## src/hdl/frame_fifo_pkg.sv

```systemverilog
package frame_fifo_pkg;

  // one payload beat
  localparam int DATA_WIDTH = 8;

  // stored word from the lsb up holds payload then last then user
  localparam int LAST_BIT   = DATA_WIDTH;
  localparam int USER_BIT   = DATA_WIDTH + 1;
  localparam int WORD_WIDTH = DATA_WIDTH + 2;

  // frame counters
  localparam int CNT_WIDTH = 16;

  typedef logic [DATA_WIDTH-1:0] data_t;
  typedef logic [WORD_WIDTH-1:0] word_t;
  typedef logic [CNT_WIDTH-1:0]  cnt_t;

endpackage
```

## src/hdl/frame_fifo.sv

```systemverilog
`timescale 1ns/1ps

module frame_fifo #(
  parameter int ADDR_WIDTH = 4
) (
  input  logic                  clk,
  input  logic                  rst,
  input  frame_fifo_pkg::data_t in_data,
  input  logic                  in_last,
  input  logic                  in_user,
  input  logic                  in_valid,
  output logic                  in_ready,
  output frame_fifo_pkg::data_t m_data,
  output logic                  m_last,
  output logic                  m_valid,
  input  logic                  m_ready,
  output frame_fifo_pkg::cnt_t  good_count,
  output frame_fifo_pkg::cnt_t  bad_count,
  output frame_fifo_pkg::cnt_t  overflow_count
);

  logic                  wr_en;
  logic [ADDR_WIDTH-1:0] wr_addr;
  frame_fifo_pkg::word_t wr_word;
  logic                  rd_en;
  logic [ADDR_WIDTH-1:0] rd_addr;
  frame_fifo_pkg::word_t rd_word;
  logic [ADDR_WIDTH:0]   commit_ptr;
  logic [ADDR_WIDTH:0]   rd_ptr;
  logic                  good_frame;
  logic                  bad_frame;
  logic                  overflow;

  frame_fifo_wr #(.ADDR_WIDTH(ADDR_WIDTH)) u_wr (
    .clk        (clk),
    .rst        (rst),
    .in_data    (in_data),
    .in_last    (in_last),
    .in_user    (in_user),
    .in_valid   (in_valid),
    .in_ready   (in_ready),
    .rd_ptr     (rd_ptr),
    .wr_en      (wr_en),
    .wr_addr    (wr_addr),
    .wr_word    (wr_word),
    .commit_ptr (commit_ptr),
    .good_frame (good_frame),
    .bad_frame  (bad_frame),
    .overflow   (overflow)
  );

  frame_fifo_ram #(.ADDR_WIDTH(ADDR_WIDTH)) u_ram (
    .clk     (clk),
    .wr_en   (wr_en),
    .wr_addr (wr_addr),
    .wr_word (wr_word),
    .rd_en   (rd_en),
    .rd_addr (rd_addr),
    .rd_word (rd_word)
  );

  frame_fifo_rd #(.ADDR_WIDTH(ADDR_WIDTH)) u_rd (
    .clk        (clk),
    .rst        (rst),
    .commit_ptr (commit_ptr),
    .rd_ptr     (rd_ptr),
    .rd_en      (rd_en),
    .rd_addr    (rd_addr),
    .rd_word    (rd_word),
    .m_data     (m_data),
    .m_last     (m_last),
    .m_valid    (m_valid),
    .m_ready    (m_ready)
  );

  frame_stats u_stats (
    .clk            (clk),
    .rst            (rst),
    .good_frame     (good_frame),
    .bad_frame      (bad_frame),
    .overflow       (overflow),
    .good_count     (good_count),
    .bad_count      (bad_count),
    .overflow_count (overflow_count)
  );

endmodule

```

## src/hdl/frame_stats.sv

```systemverilog
`timescale 1ns/1ps

module frame_stats (
  input  logic                 clk,
  input  logic                 rst,
  input  logic                 good_frame,
  input  logic                 bad_frame,
  input  logic                 overflow,
  output frame_fifo_pkg::cnt_t good_count,
  output frame_fifo_pkg::cnt_t bad_count,
  output frame_fifo_pkg::cnt_t overflow_count
);

  localparam frame_fifo_pkg::cnt_t CNT_MAX = {frame_fifo_pkg::CNT_WIDTH{1'b1}};
  localparam frame_fifo_pkg::cnt_t CNT_ONE = 1;

  // stick at max instead of wrapping
  function automatic frame_fifo_pkg::cnt_t sat_inc(input frame_fifo_pkg::cnt_t c);
    return (c == CNT_MAX) ? c : c + CNT_ONE;
  endfunction

  always_ff @(posedge clk) begin
    if (rst) begin
      good_count     <= '0;
      bad_count      <= '0;
      overflow_count <= '0;
    end else begin
      if (good_frame) begin
        good_count <= sat_inc(good_count);
      end
      if (bad_frame) begin
        bad_count <= sat_inc(bad_count);
      end
      if (overflow) begin
        overflow_count <= sat_inc(overflow_count);
      end
    end
  end

endmodule

```

## src/hdl/frame_fifo_rd.sv

```systemverilog
`timescale 1ns/1ps

module frame_fifo_rd #(
  parameter int ADDR_WIDTH = 4
) (
  input  logic                  clk,
  input  logic                  rst,
  input  logic [ADDR_WIDTH:0]   commit_ptr,
  output logic [ADDR_WIDTH:0]   rd_ptr,
  output logic                  rd_en,
  output logic [ADDR_WIDTH-1:0] rd_addr,
  input  frame_fifo_pkg::word_t rd_word,
  output frame_fifo_pkg::data_t m_data,
  output logic                  m_last,
  output logic                  m_valid,
  input  logic                  m_ready
);

  localparam logic [ADDR_WIDTH:0] PTR_ONE = 1;

  logic empty;
  logic pf_valid; // ram output register holds a word
  logic pf_free;
  logic store;

  assign empty   = rd_ptr == commit_ptr;
  assign store   = m_ready | ~m_valid;
  assign pf_free = store | ~pf_valid;
  assign rd_en   = pf_free & ~empty;
  assign rd_addr = rd_ptr[ADDR_WIDTH-1:0];

  always_ff @(posedge clk) begin
    if (rst) begin
      rd_ptr   <= '0;
      pf_valid <= 1'b0;
      m_valid  <= 1'b0;
    end else begin
      if (rd_en) begin
        rd_ptr <= rd_ptr + PTR_ONE;
      end
      if (pf_free) begin
        pf_valid <= ~empty;
      end
      if (store) begin
        m_valid <= pf_valid;
      end
    end
  end

  // output register
  always_ff @(posedge clk) begin
    if (store) begin
      m_data <= rd_word[frame_fifo_pkg::DATA_WIDTH-1:0];
      m_last <= rd_word[frame_fifo_pkg::LAST_BIT];
    end
  end

endmodule

```

## src/hdl/frame_fifo_ram.sv

```systemverilog
`timescale 1ns/1ps

module frame_fifo_ram #(
  parameter int ADDR_WIDTH = 4
) (
  input  logic                  clk,
  input  logic                  wr_en,
  input  logic [ADDR_WIDTH-1:0] wr_addr,
  input  frame_fifo_pkg::word_t wr_word,
  input  logic                  rd_en,
  input  logic [ADDR_WIDTH-1:0] rd_addr,
  output frame_fifo_pkg::word_t rd_word
);

  frame_fifo_pkg::word_t mem [2**ADDR_WIDTH];

  always_ff @(posedge clk) begin
    if (wr_en) begin
      mem[wr_addr] <= wr_word;
    end
    // registered read that holds when idle
    if (rd_en) begin
      rd_word <= mem[rd_addr];
    end
  end

endmodule

```

## src/hdl/frame_fifo_wr.sv

```systemverilog
`timescale 1ns/1ps

module frame_fifo_wr #(
  parameter int ADDR_WIDTH = 4
) (
  input  logic                    clk,
  input  logic                    rst,
  input  frame_fifo_pkg::data_t   in_data,
  input  logic                    in_last,
  input  logic                    in_user,
  input  logic                    in_valid,
  output logic                    in_ready,
  input  logic [ADDR_WIDTH:0]     rd_ptr,
  output logic                    wr_en,
  output logic [ADDR_WIDTH-1:0]   wr_addr,
  output frame_fifo_pkg::word_t   wr_word,
  output logic [ADDR_WIDTH:0]     commit_ptr,
  output logic                    good_frame,
  output logic                    bad_frame,
  output logic                    overflow
);

  typedef enum logic {
    WR_PASS,
    WR_DROP
  } wr_state_t;

  // pointers one depth apart differ only in the wrap bit
  localparam logic [ADDR_WIDTH:0] WRAP    = {1'b1, {ADDR_WIDTH{1'b0}}};
  localparam logic [ADDR_WIDTH:0] PTR_ONE = 1;

  wr_state_t           state;
  wr_state_t           state_next;
  logic [ADDR_WIDTH:0] cur_ptr;
  logic [ADDR_WIDTH:0] cur_next;
  logic [ADDR_WIDTH:0] commit_next;
  logic                accept;
  logic                full_cur;
  logic                full_wr;
  logic                good_next;
  logic                bad_next;
  logic                ovf_next;

  assign accept   = in_valid & in_ready;
  assign full_cur = (cur_ptr ^ rd_ptr) == WRAP;     // memory full
  assign full_wr  = (cur_ptr ^ commit_ptr) == WRAP; // frame larger than memory
  assign wr_addr  = cur_ptr[ADDR_WIDTH-1:0];

  always_comb begin
    wr_word = '0;
    wr_word[frame_fifo_pkg::DATA_WIDTH-1:0] = in_data;
    wr_word[frame_fifo_pkg::LAST_BIT] = in_last;
    wr_word[frame_fifo_pkg::USER_BIT] = in_user;
  end

  always_comb begin
    state_next  = state;
    cur_next    = cur_ptr;
    commit_next = commit_ptr;
    wr_en       = 1'b0;
    good_next   = 1'b0;
    bad_next    = 1'b0;
    ovf_next    = 1'b0;
    if (accept) begin
      if (state == WR_DROP || full_cur || full_wr) begin
        // swallow the rest of the frame
        state_next = WR_DROP;
        if (in_last) begin
          state_next = WR_PASS;
          cur_next   = commit_ptr;
          ovf_next   = 1'b1;
        end
      end else begin
        wr_en    = 1'b1;
        cur_next = cur_ptr + PTR_ONE;
        if (in_last) begin
          if (in_user) begin
            cur_next = commit_ptr; // rewind to drop the bad frame
            bad_next = 1'b1;
          end else begin
            commit_next = cur_ptr + PTR_ONE;
            good_next   = 1'b1;
          end
        end
      end
    end
  end

  always_ff @(posedge clk) begin
    if (rst) begin
      state      <= WR_PASS;
      cur_ptr    <= '0;
      commit_ptr <= '0;
      in_ready   <= 1'b0;
      good_frame <= 1'b0;
      bad_frame  <= 1'b0;
      overflow   <= 1'b0;
    end else begin
      state      <= state_next;
      cur_ptr    <= cur_next;
      commit_ptr <= commit_next;
      in_ready   <= 1'b1; // never back-pressures
      good_frame <= good_next;
      bad_frame  <= bad_next;
      overflow   <= ovf_next;
    end
  end

endmodule

```

## config.mk

```make
export PLATFORM = sky130hd
export DESIGN_NAME = frame_fifo
export DESIGN_NICKNAME = d
export VERILOG_FILES = /design/src/hdl/frame_fifo_pkg.sv /design/src/hdl/frame_fifo.sv /design/src/hdl/frame_stats.sv /design/src/hdl/frame_fifo_rd.sv /design/src/hdl/frame_fifo_ram.sv /design/src/hdl/frame_fifo_wr.sv
export SDC_FILE = /design/constraint.sdc
export NUM_CORES = 1
export LEC_CHECK = 0
export BUFFER_PORTS_ARGS = -buffer_cell sky130_fd_sc_hd__buf_2
export CORE_AREA = 2 2 123 137
export CTS_CLUSTER_DIAMETER = 80
export DETAILED_ROUTE_END_ITERATION = 8
export DIE_AREA = 0 0 125 139
export GPL_ROUTABILITY_DRIVEN = 0
export GPL_TIMING_DRIVEN = 0
export PLACE_DENSITY = 0.86
export SYNTH_ARGS = -nofsm -noshare
export SYNTH_HDL_FRONTEND = slang
export SYNTH_SLANG_ARGS = --single-unit
```

## constraint.sdc

```tcl
create_clock -name clk -period 5.25 [get_ports clk]
set_input_delay 0.525 -clock clk [delete_from_list [all_inputs] [get_ports clk]]
set_output_delay 0.525 -clock clk [all_outputs]
set_load 0.01 [all_outputs]
```

==> flow_summary.ini, run 1 <==
[outcome]
status = finished clean

[logic_synthesis]
yosys.cell_types.count = 46
synth_nets = 657
yosys-top-cells-area = edfxtp_1 51%, dfxtp_1 15%, mux4_2 11%, xor2_1 3.5%, nor2_1 3.1%
synth_top_area_share_pct = 51.5
syn-cell-area_um2 = 9450
synth-seq-cells = 232
synthArstFlopShare_pct = 0
synth_area_leader_cell = edfxtp_1
synth_seq_area_share_pct = 66.3
yosys-top-cells-count = 162 x edfxtp_1, 79 x nor2_1, 70 x dfxtp_1
synthFlopType = edfxtp_1
synth_area_per_cell_um2 = 14.9
ys_warn_count = 0
synth.most_common_cell = edfxtp_1
synth-edff-count = 162
syn_inst = 635

[worst_setup_path]
critPathMaxFanout = 10
timing.rr.start = u_wr.cur_ptr[4]
cp-start-kind = flip-flop
critical_path_required_ps = 5460
cp.arrival_ps = 3230
reg2reg_to = u_ram.mem[7][3]
rr_worst_depth = 9
crit_start = u_wr.cur_ptr[4]
worstSetupEndpoint = u_ram.mem[7][3]
endpoint_kind = flip-flop
ff2ff_setup_slack_ps = 2230
path_class = flip-flop to flip-flop

[layout]
diodes = 0
fin_cells = 953
area_growth_syn_to_layout_pct = 14.3
final_nets = 756
fillCellCount = 1037
final_util_pct = 67.3
layout-drive-gt1-share_pct = 23.8

[routing]
remaining_drc_errors = 0
avgRoutedWirePerCell_um = 22.0
routed_via_density = 6.21
wl_mm = 20.9
first_pass_iters = 7
drtAntennaViolNets = 0
first_iter_violations = 563
vias = 5919

[placed_design]
dp_hpwl_mm = 13.7
portBuffers = 71
dp.cells = 911

[clock_tree]
clk_transition_reported_paths_ps = 60
cts_tree = built
clk_latency_ps = 520
cts_hold_buf = 0
cts_htree_levels = 1
clock_sinks = 232
clockBufferDepth = 3
cts_resized = 0
cts_made_buffers = 23
cts_root_buffer = clkbuf_16
postCtsSetupBuffers = 0

[global_route]
grt_pass1_wl_mm = 32.3
grt_overflow_total = 0
grt_pass1_vias = 5882
grt_usage_pct = 24.0
antenna_found_initial = 0
grt_max_degree = 24

[pwr]
leakagePower_nw = 3.84
p_clk_share_pct = 35.1
ir_worst_vdd_mv = 0.300
switching_share_pct = 25.1
p_total_mw = 4.36
power.density_nw_per_um2 = 404
internal_power_mw = 3.27
power_frac_seq_pct = 49.1
p_comb_share_pct = 15.9
p_sw_mw = 1.10

[die]
pin_count = 73
core_area_um2 = 16100
dieArea_um2 = 17400
die_h_um = 139
num_rows = 49
dieWidth_um = 125
initial_core_util_pct = 58.8

[timing]
max_freq_mhz = 331
maxSlewHeadroom_pct = 32.6
setup_viol = 0
finalCritPeriodShare_pct = 57.6
tightest_slew_ps = 1010
slew_violations = 0
fin_crit_ps = 3020
fin_skew_ps = 8.04
rsz0062_at_grt = false
setup_tns_ps = 0
hold_violations = 0

[flow_run]
cap_violations = 0

[min_path]
hold_class = primary input to flip-flop
final cells by class:
type	count	area, um2	share of cell area (%)
clock buffer	34	652	6.03
buffer	27	139	1.29
multi-input combinational	359	3010	27.8
sequential	232	6270	58.0
inverter	17	63.8	0.591
clock inverter	6	43.8	0.405
tap	204	255	2.36
timing repair buffer	74	375	3.47
worst min-delay path by stage:
stage	from	end	slack (ps)	cells past startpoint
2_1_floorplan	u_ram.rd_word[0]	u_rd.m_data[0]	400	0
3_3_place_gp	u_ram.rd_word[5]	u_rd.m_data[5]	400	0
3_5_place_dp	u_ram.rd_word[0]	u_rd.m_data[0]	410	0
4_1_cts	rst	u_wr.in_ready	300	2
5_1_grt	rst	u_wr.in_ready	330	2
6_report	rst	u_wr.in_ready	300	2
kinds of logic (layout without fill, tap and decap cells):
logic type               after synthesis  after routing  synth area share (%)
AO/OA/AOI/OAI                         45             45                  3.67
XOR/XNOR                              58             58                  5.38
adder cells (fa/ha/maj)                8              8                  1.06
buffers and inverters                 44            158                  2.14
flip-flops                           232            232                  66.3
multiplexers                          52             52                  11.5
AND/OR/NAND/NOR                      196            196                  9.98
per-stage QoR:
stage          worst slack (ps)  cell area, um2  hold slack [ps]
3_5_place_dp               1850           10100              405
2_1_floorplan              2520            9450              400
4_1_cts                    1720           10800              302
5_1_grt                    2130           10800              327
3_3_place_gp               1700           10100              404
6_report                   2230           10800              302
critical path: stages, from the launching register on:
cell,delay (ps)
dfxtp_1,300
clkbuf_2,160
xnor2_1,180
nor3_1,80
a31oi_2,230
a21boi_2,320
buf_2,280
nand2_2,160
nor3_1,660
buf_2,340
registers in the layout (all words and copies together) (netlist names), 5 cells and up:
register and flops:
u_ram.mem 144, u_stats.bad_count 16, u_stats.good_count 16, u_stats.overflow_count 16
u_ram.rd_word 9, u_rd.m_data 8, u_rd.rd_ptr 5, u_wr.commit_ptr 5
u_wr.cur_ptr 5
layer usage:
metal  wire (um)  vias to the layer above  track usage, %
li1            -                     2602               -
met1        7950                     2931            29.4
met2       10700                      314            41.8
met3        1430                       72            4.48
met4         812                        0            10.2
met5           0                        -               0
power groups by stage:
stage	clock [mW]	sequential [mW]	combinational [mW]
after floorplan	0	2.18	0.449
after global placement	0	2.17	0.633
after detailed placement	0	2.18	0.671
after CTS	1.55	2.14	0.689
after global routing	1.62	2.15	0.728
final	1.53	2.14	0.691
cell usage in the layout (no fill, tap or decap), drive strengths merged, types with 2 or more instances in the layout:
cell and count:
a21oi 10, or3 5, and2 3, inv 18, o31ai 4, clkinv 5, ha 8, mux4 45
a21boi 2, nor3 18, nand3 25, nor3b 3, xnor2 20, and3 13, xor2 38, edfxtp 162
a31o 2, dfxtp 70, nand2 25, o21ai 5, a211oi 3, and4 8, a221oi 4, o211ai 3
nand4 13, nor2 79, a31oi 6, clkbuf 49, mux2i 7, buf 86, nand2b 2
(Power assumes the default switching activity.)
==> run 2: changes to the inputs <==
==> constraint.sdc (replaced) <==
create_clock -name clk -period 2.9 [get_ports clk]
set_input_delay 0.29 -clock clk [delete_from_list [all_inputs] [get_ports clk]]
set_output_delay 0.29 -clock clk [all_outputs]
set_load 0.01 [all_outputs]
==> run 2 against run 1 <==
The run now ends with negative setup slack left. Routed wire length grew 0.46%. Critical path depth fell by 1. Combinational power up 84%. Count of clock-buffer cells in the layout did not move. Global-route usage increased by 0.10 points. Fmax is 2.2% higher. Flip-flop and latch count did not move. Die area did not move. Worst setup slack got worse by 2300 ps. Design area up 0.68%. Sequential power grew 81%. Non-clock buffer count stayed put. Largest cell class unchanged. Largest power group unchanged.
==> flow_summary.ini, run 2 (synthesis gave the netlist of run 1 again) <==
[die]
dieWidth_um = 125
core_area_um2 = 16100
initial_core_util_pct = 58.8
pin_count = 73
dieArea_um2 = 17400
num_rows = 49
die_h_um = 139

[clock_tree]
cts_hold_buf = 0
clockBufferDepth = 3
cts_htree_levels = 1
cts_tree = built
clk_latency_ps = 520
cts_made_buffers = 23
cts_root_buffer = clkbuf_16
clk_transition_reported_paths_ps = 60
clock_sinks = 232

[global_route]
grt_pass1_wl_mm = 32.4
grt_max_degree = 24
grt_pass1_vias = 5890
grt_overflow_total = 0
antenna_found_initial = 0
grt_usage_pct = 24.1

[layout]
multi_input_area_um2 = 3070
design_area_um2 = 10900
largest_reg_flops = 144
layout-drive-gt1-share_pct = 24.8
final_cell_mix = 162 x edfxtp_1, 78 x buf_2, 73 x nor2_1
diodes = 0
fillCellCount = 1026
final_nets = 756
top_register = u_ram.mem
final_common_cell = edfxtp_1
area_growth_syn_to_layout_pct = 15.1
regArea_um2 = 6270

[worst_setup_path]
critical_path_required_ps = 3040
critPathMaxFanout = 10
cp-start-kind = flip-flop
slowest_delay_ps = 760
path_cells = clkbuf_2 -> xnor2_1 -> nor3_1 -> a31oi_2 -> a21boi_2 -> buf_2 -> nand3_1 -> nor3_2
critPathSlowestCell = nor3_2
cp_top_family = simple AND/OR/NAND/NOR gates
cp.arrival_ps = 3100
critPathBufInv = 2
endpoint_kind = flip-flop
path_class = flip-flop to flip-flop

[pwr]
p_comb_share_pct = 16.0
ir_worst_vdd_mv = 0.546
p_sw_mw = 1.99
internal_power_mw = 5.92
p_total_mw = 7.91
power_frac_seq_pct = 49.0
leakagePower_nw = 3.86
power.density_nw_per_um2 = 727
switching_share_pct = 25.2
p_clk_share_pct = 35.0

[timing]
hold_violations = 0
slew_violations = 0
maxSlewHeadroom_pct = 40.8
tightest_slew_ps = 884
rsz0062_at_grt = true
setup_slack_ps = -56.7
setup_viol = 45
finalCritPeriodShare_pct = 102
fin_crit_ps = 2960
fin_skew_ps = 8.04
max_freq_mhz = 338

[routing]
routed_via_density = 6.20
first_iter_violations = 536
first_pass_iters = 6
vias = 5907
drtAntennaViolNets = 0
wl_mm = 21.0
remaining_drc_errors = 0
avgRoutedWirePerCell_um = 22.1

[outcome]
violations = negative setup slack
status = finished, violations left

[flow_run]
cap_violations = 0

[placed_design]
portBuffers = 71
dp_hpwl_mm = 13.7
postPlaceCellArea_um2 = 10100

[min_path]
hold_class = primary input to flip-flop
[run 2: final timing paths]
kind | cells after the start | slack, ps | to | startpoint
hold / removal | 2 | 70 | u_wr.in_ready | rst
setup / recovery | 8 | -60 | u_ram.mem[2][6] | u_wr.cur_ptr[4]
setup reg to reg | 8 | -60 | u_ram.mem[2][6] | u_wr.cur_ptr[4]
hold reg to reg | 0 | 420 | u_rd.m_data[0] | u_ram.rd_word[0]
[run 2: metrics by stage]
stage	utilization (%)	TNS [ps]	std cells	setup WS, ps	hold slack [ps]
finish	67.7	-1310	953	-56.7	69.1
global route	67.7	-5860	953	-151	91.8
CTS	67.3	-6140	951	-352	66.5
detailed placement	62.7	-19170	911	-497	405
global placement	62.6	-18880	910	-655	404
floorplan	-	0	635	174	389
[run 2: per-layer routing]
metal	wire, um	GRT usage (%)	vias up
met2	10800	42.1	298
li1	-	-	2597
met1	7920	29.3	2931
met5	0	0	-
met3	1450	4.59	81
met4	900	10.4	0
[run 2: repair_timing]
action	in CTS	in global routing
setup endpoints to repair	60	107
pin swaps	0	1
gates resized for setup	9	8
setup buffers	0	1
[run 2: final cells by class]
type,instances,area share (%)
sequential,232,57.6
buffer,27,1.28
clock inverter,6,0.403
multi-input combinational,359,28.2
clock buffer,34,5.99
timing repair buffer,74,3.59
inverter,17,0.587
tap,204,2.35
[run 2: power groups by stage]
stage / clock, mW / combinational (mW) / sequential [mW]
2_1_floorplan: 0 / 0.813 / 3.95
3_3_place_gp: 0 / 1.15 / 3.92
3_5_place_dp: 0 / 1.21 / 3.94
4_1_cts: 2.80 / 1.25 / 3.87
5_1_grt: 2.93 / 1.34 / 3.89
6_report: 2.77 / 1.27 / 3.87
==> run 3: changes to the inputs <==
--- a/config.mk
+++ b/config.mk
@@ -13,6 +13,7 @@
 export GPL_ROUTABILITY_DRIVEN = 0
 export GPL_TIMING_DRIVEN = 0
 export PLACE_DENSITY = 0.86
+export SETUP_SLACK_MARGIN = 0.5
 export SYNTH_ARGS = -nofsm -noshare
 export SYNTH_HDL_FRONTEND = slang
 export SYNTH_SLANG_ARGS = --single-unit
==> run 3 against run 2 <==
Fmax is 23% higher. Critical endpoint is now u_ram.rd_word[4]. Via count is 2.7% higher. Critical path depth is 4 lower. Flip-flop and latch count stayed put. Routed wire length is 8.6% higher. Register-to-register slack better by 560 ps. The flow now finishes without violations. Global-route usage is 2.3 points higher. Sequential share of layout area is 2.4 points lower. Total power is 8.5% higher. Worst hold slack better by 19 ps. Combinational power is 7% higher.
==> flow_summary.ini, run 3 (synthesis gave the netlist of run 1 again) <==
[outcome]
status = finished clean

[worst_setup_path]
path_cells = buf_2 -> buf_2 -> mux4_2 -> mux4_2
critPathMaxFanout = 10
cp-start-kind = flip-flop
endpoint_kind = flip-flop
timing.rr.start = u_rd.rd_ptr[1]
cp.arrival_ps = 2660
rr_worst_depth = 4
path_class = flip-flop to flip-flop
reg2reg_to = u_ram.rd_word[4]
critical_path_required_ps = 3160
ff2ff_setup_slack_ps = 500
critPathSlowestCell = mux4_2
slowest_delay_ps = 520

[die]
dieArea_um2 = 17400
core_area_um2 = 16100
initial_core_util_pct = 58.8
dieWidth_um = 125
num_rows = 49
die_h_um = 139
pin_count = 73

[clock_tree]
clockBufferDepth = 3
cts_tree = built
clk_transition_reported_paths_ps = 70
cts_root_buffer = clkbuf_16
cts_htree_levels = 1
clock_sinks = 232
clk_latency_ps = 530
cts_made_buffers = 24

[min_path]
hold_depth = 4
hold_path_end = u_rd.m_valid
hold_class = primary input to flip-flop
min_from = m_ready

[layout]
multi_input_area_um2 = 3190
diodes = 0
layout-drive-gt1-share_pct = 28.2
final_util_pct = 70.7
final_nets = 773
final_cell_mix = 162 x edfxtp_1, 76 x buf_2, 70 x nor2_1, 70 x dfxtp_1, 45 x mux4_2
area_growth_syn_to_layout_pct = 20.2
regArea_um2 = 6270
final_common_cell = edfxtp_1
largest_reg_flops = 144
fillCellCount = 988
top_register = u_ram.mem

[timing]
slew_violations = 0
setup_slack_ps = 501
max_freq_mhz = 417
fin_crit_ps = 2400
setup_viol = 0
rsz0062_at_grt = false
hold_violations = 0
finalCritPeriodShare_pct = 82.7
setup_tns_ps = 0
tightest_slew_ps = 793
fin_skew_ps = 23.8
maxSlewHeadroom_pct = 47.1
whs_ps = 88.0

[pwr]
ir_worst_vdd_mv = 0.605
p_total_mw = 8.58
leakagePower_nw = 4.08
power.density_nw_per_um2 = 755

[placed_design]
dp_hpwl_mm = 13.8
portBuffers = 71
dp_slack_ps = -472

[global_route]
grt_pass1_wl_mm = 35.4
grt_max_degree = 24
grt_usage_pct = 26.4
grt_pass1_vias = 6120
grt_overflow_total = 0
antenna_found_initial = 0

[routing]
vias = 6065
wl_mm = 22.8
first_pass_iters = 6
remaining_drc_errors = 0
drtAntennaViolNets = 0
routed_via_density = 6.23
first_iter_violations = 562
avgRoutedWirePerCell_um = 23.5

[flow_run]
cap_violations = 0
run 3: changes by cell type in the layout (fill, tap and decap cells not counted), moves of 4 or more:
cell       delta
clkbuf_1      -6
nor2_4        +6
bufinv_16     +6
buf_4        +13
buf_12        +4
run 3: worst max-delay path by stage:
stage	from	end	slack (ps)	cells after the start
after CTS	u_wr.cur_ptr[4]	u_ram.mem[3][0]	500	9
after detailed placement	u_wr.cur_ptr[4]	u_ram.mem[11][5]	-470	8
after global placement	u_wr.cur_ptr[4]	u_ram.mem[7][3]	-380	8
after floorplan	u_wr.cur_ptr[1]	u_ram.mem[11][0]	390	7
after global routing	u_rd.rd_ptr[0]	u_ram.rd_word[6]	490	5
final	u_rd.rd_ptr[1]	u_ram.rd_word[4]	500	4
run 3: metrics by stage:
stage	area, um2	cells
floorplan	9470	635
global placement	10100	910
detailed placement	10100	910
CTS	11300	972
global route	11400	973
finish	11400	973
run 3: area by class of cell:
type	count	area share [%]
timing repair buffer	90	4.94
inverter	17	0.562
multi-input combinational	359	28.1
tap	204	2.25
buffer	27	1.40
sequential	232	55.2
clock inverter	17	2.21
clock buffer	27	5.39
run 3: repair_timing:
item,4_1_cts,5_1_grt
pin swaps,11,2
endpoints found under the setup margin,156,145
hold buffers,0,0
gates resized for setup,38,6
buffers inserted,18,1
run 3: where the power goes:
group | switching [mW] | total, mW | leakage [nW] | internal, mW
clock network | 1.29 | 3.35 | 0.421 | 2.06
logic | 0.767 | 1.36 | 1.62 | 0.597
registers | 0.0768 | 3.86 | 2.04 | 3.79
total | 2.13 | 8.58 | 4.08 | 6.45
run 3: critical path, delay by kind of cell, from the launching register on:
kind / cells / cell delay, ps
multiplexers: 2 / 940
buffers and inverters: 2 / 750
flip-flops: 1 / 460
run 3: metal layers:
layer | global-route usage [%] | vias to the layer above | part of all wire [%]
met1 | 33.1 | 3045 | 37
met3 | 4.21 | 53 | 6.7
met4 | 9.06 | 0 | 3.5
met2 | 46.9 | 326 | 53
met5 | 0 | - | 0
li1 | - | 2641 | -
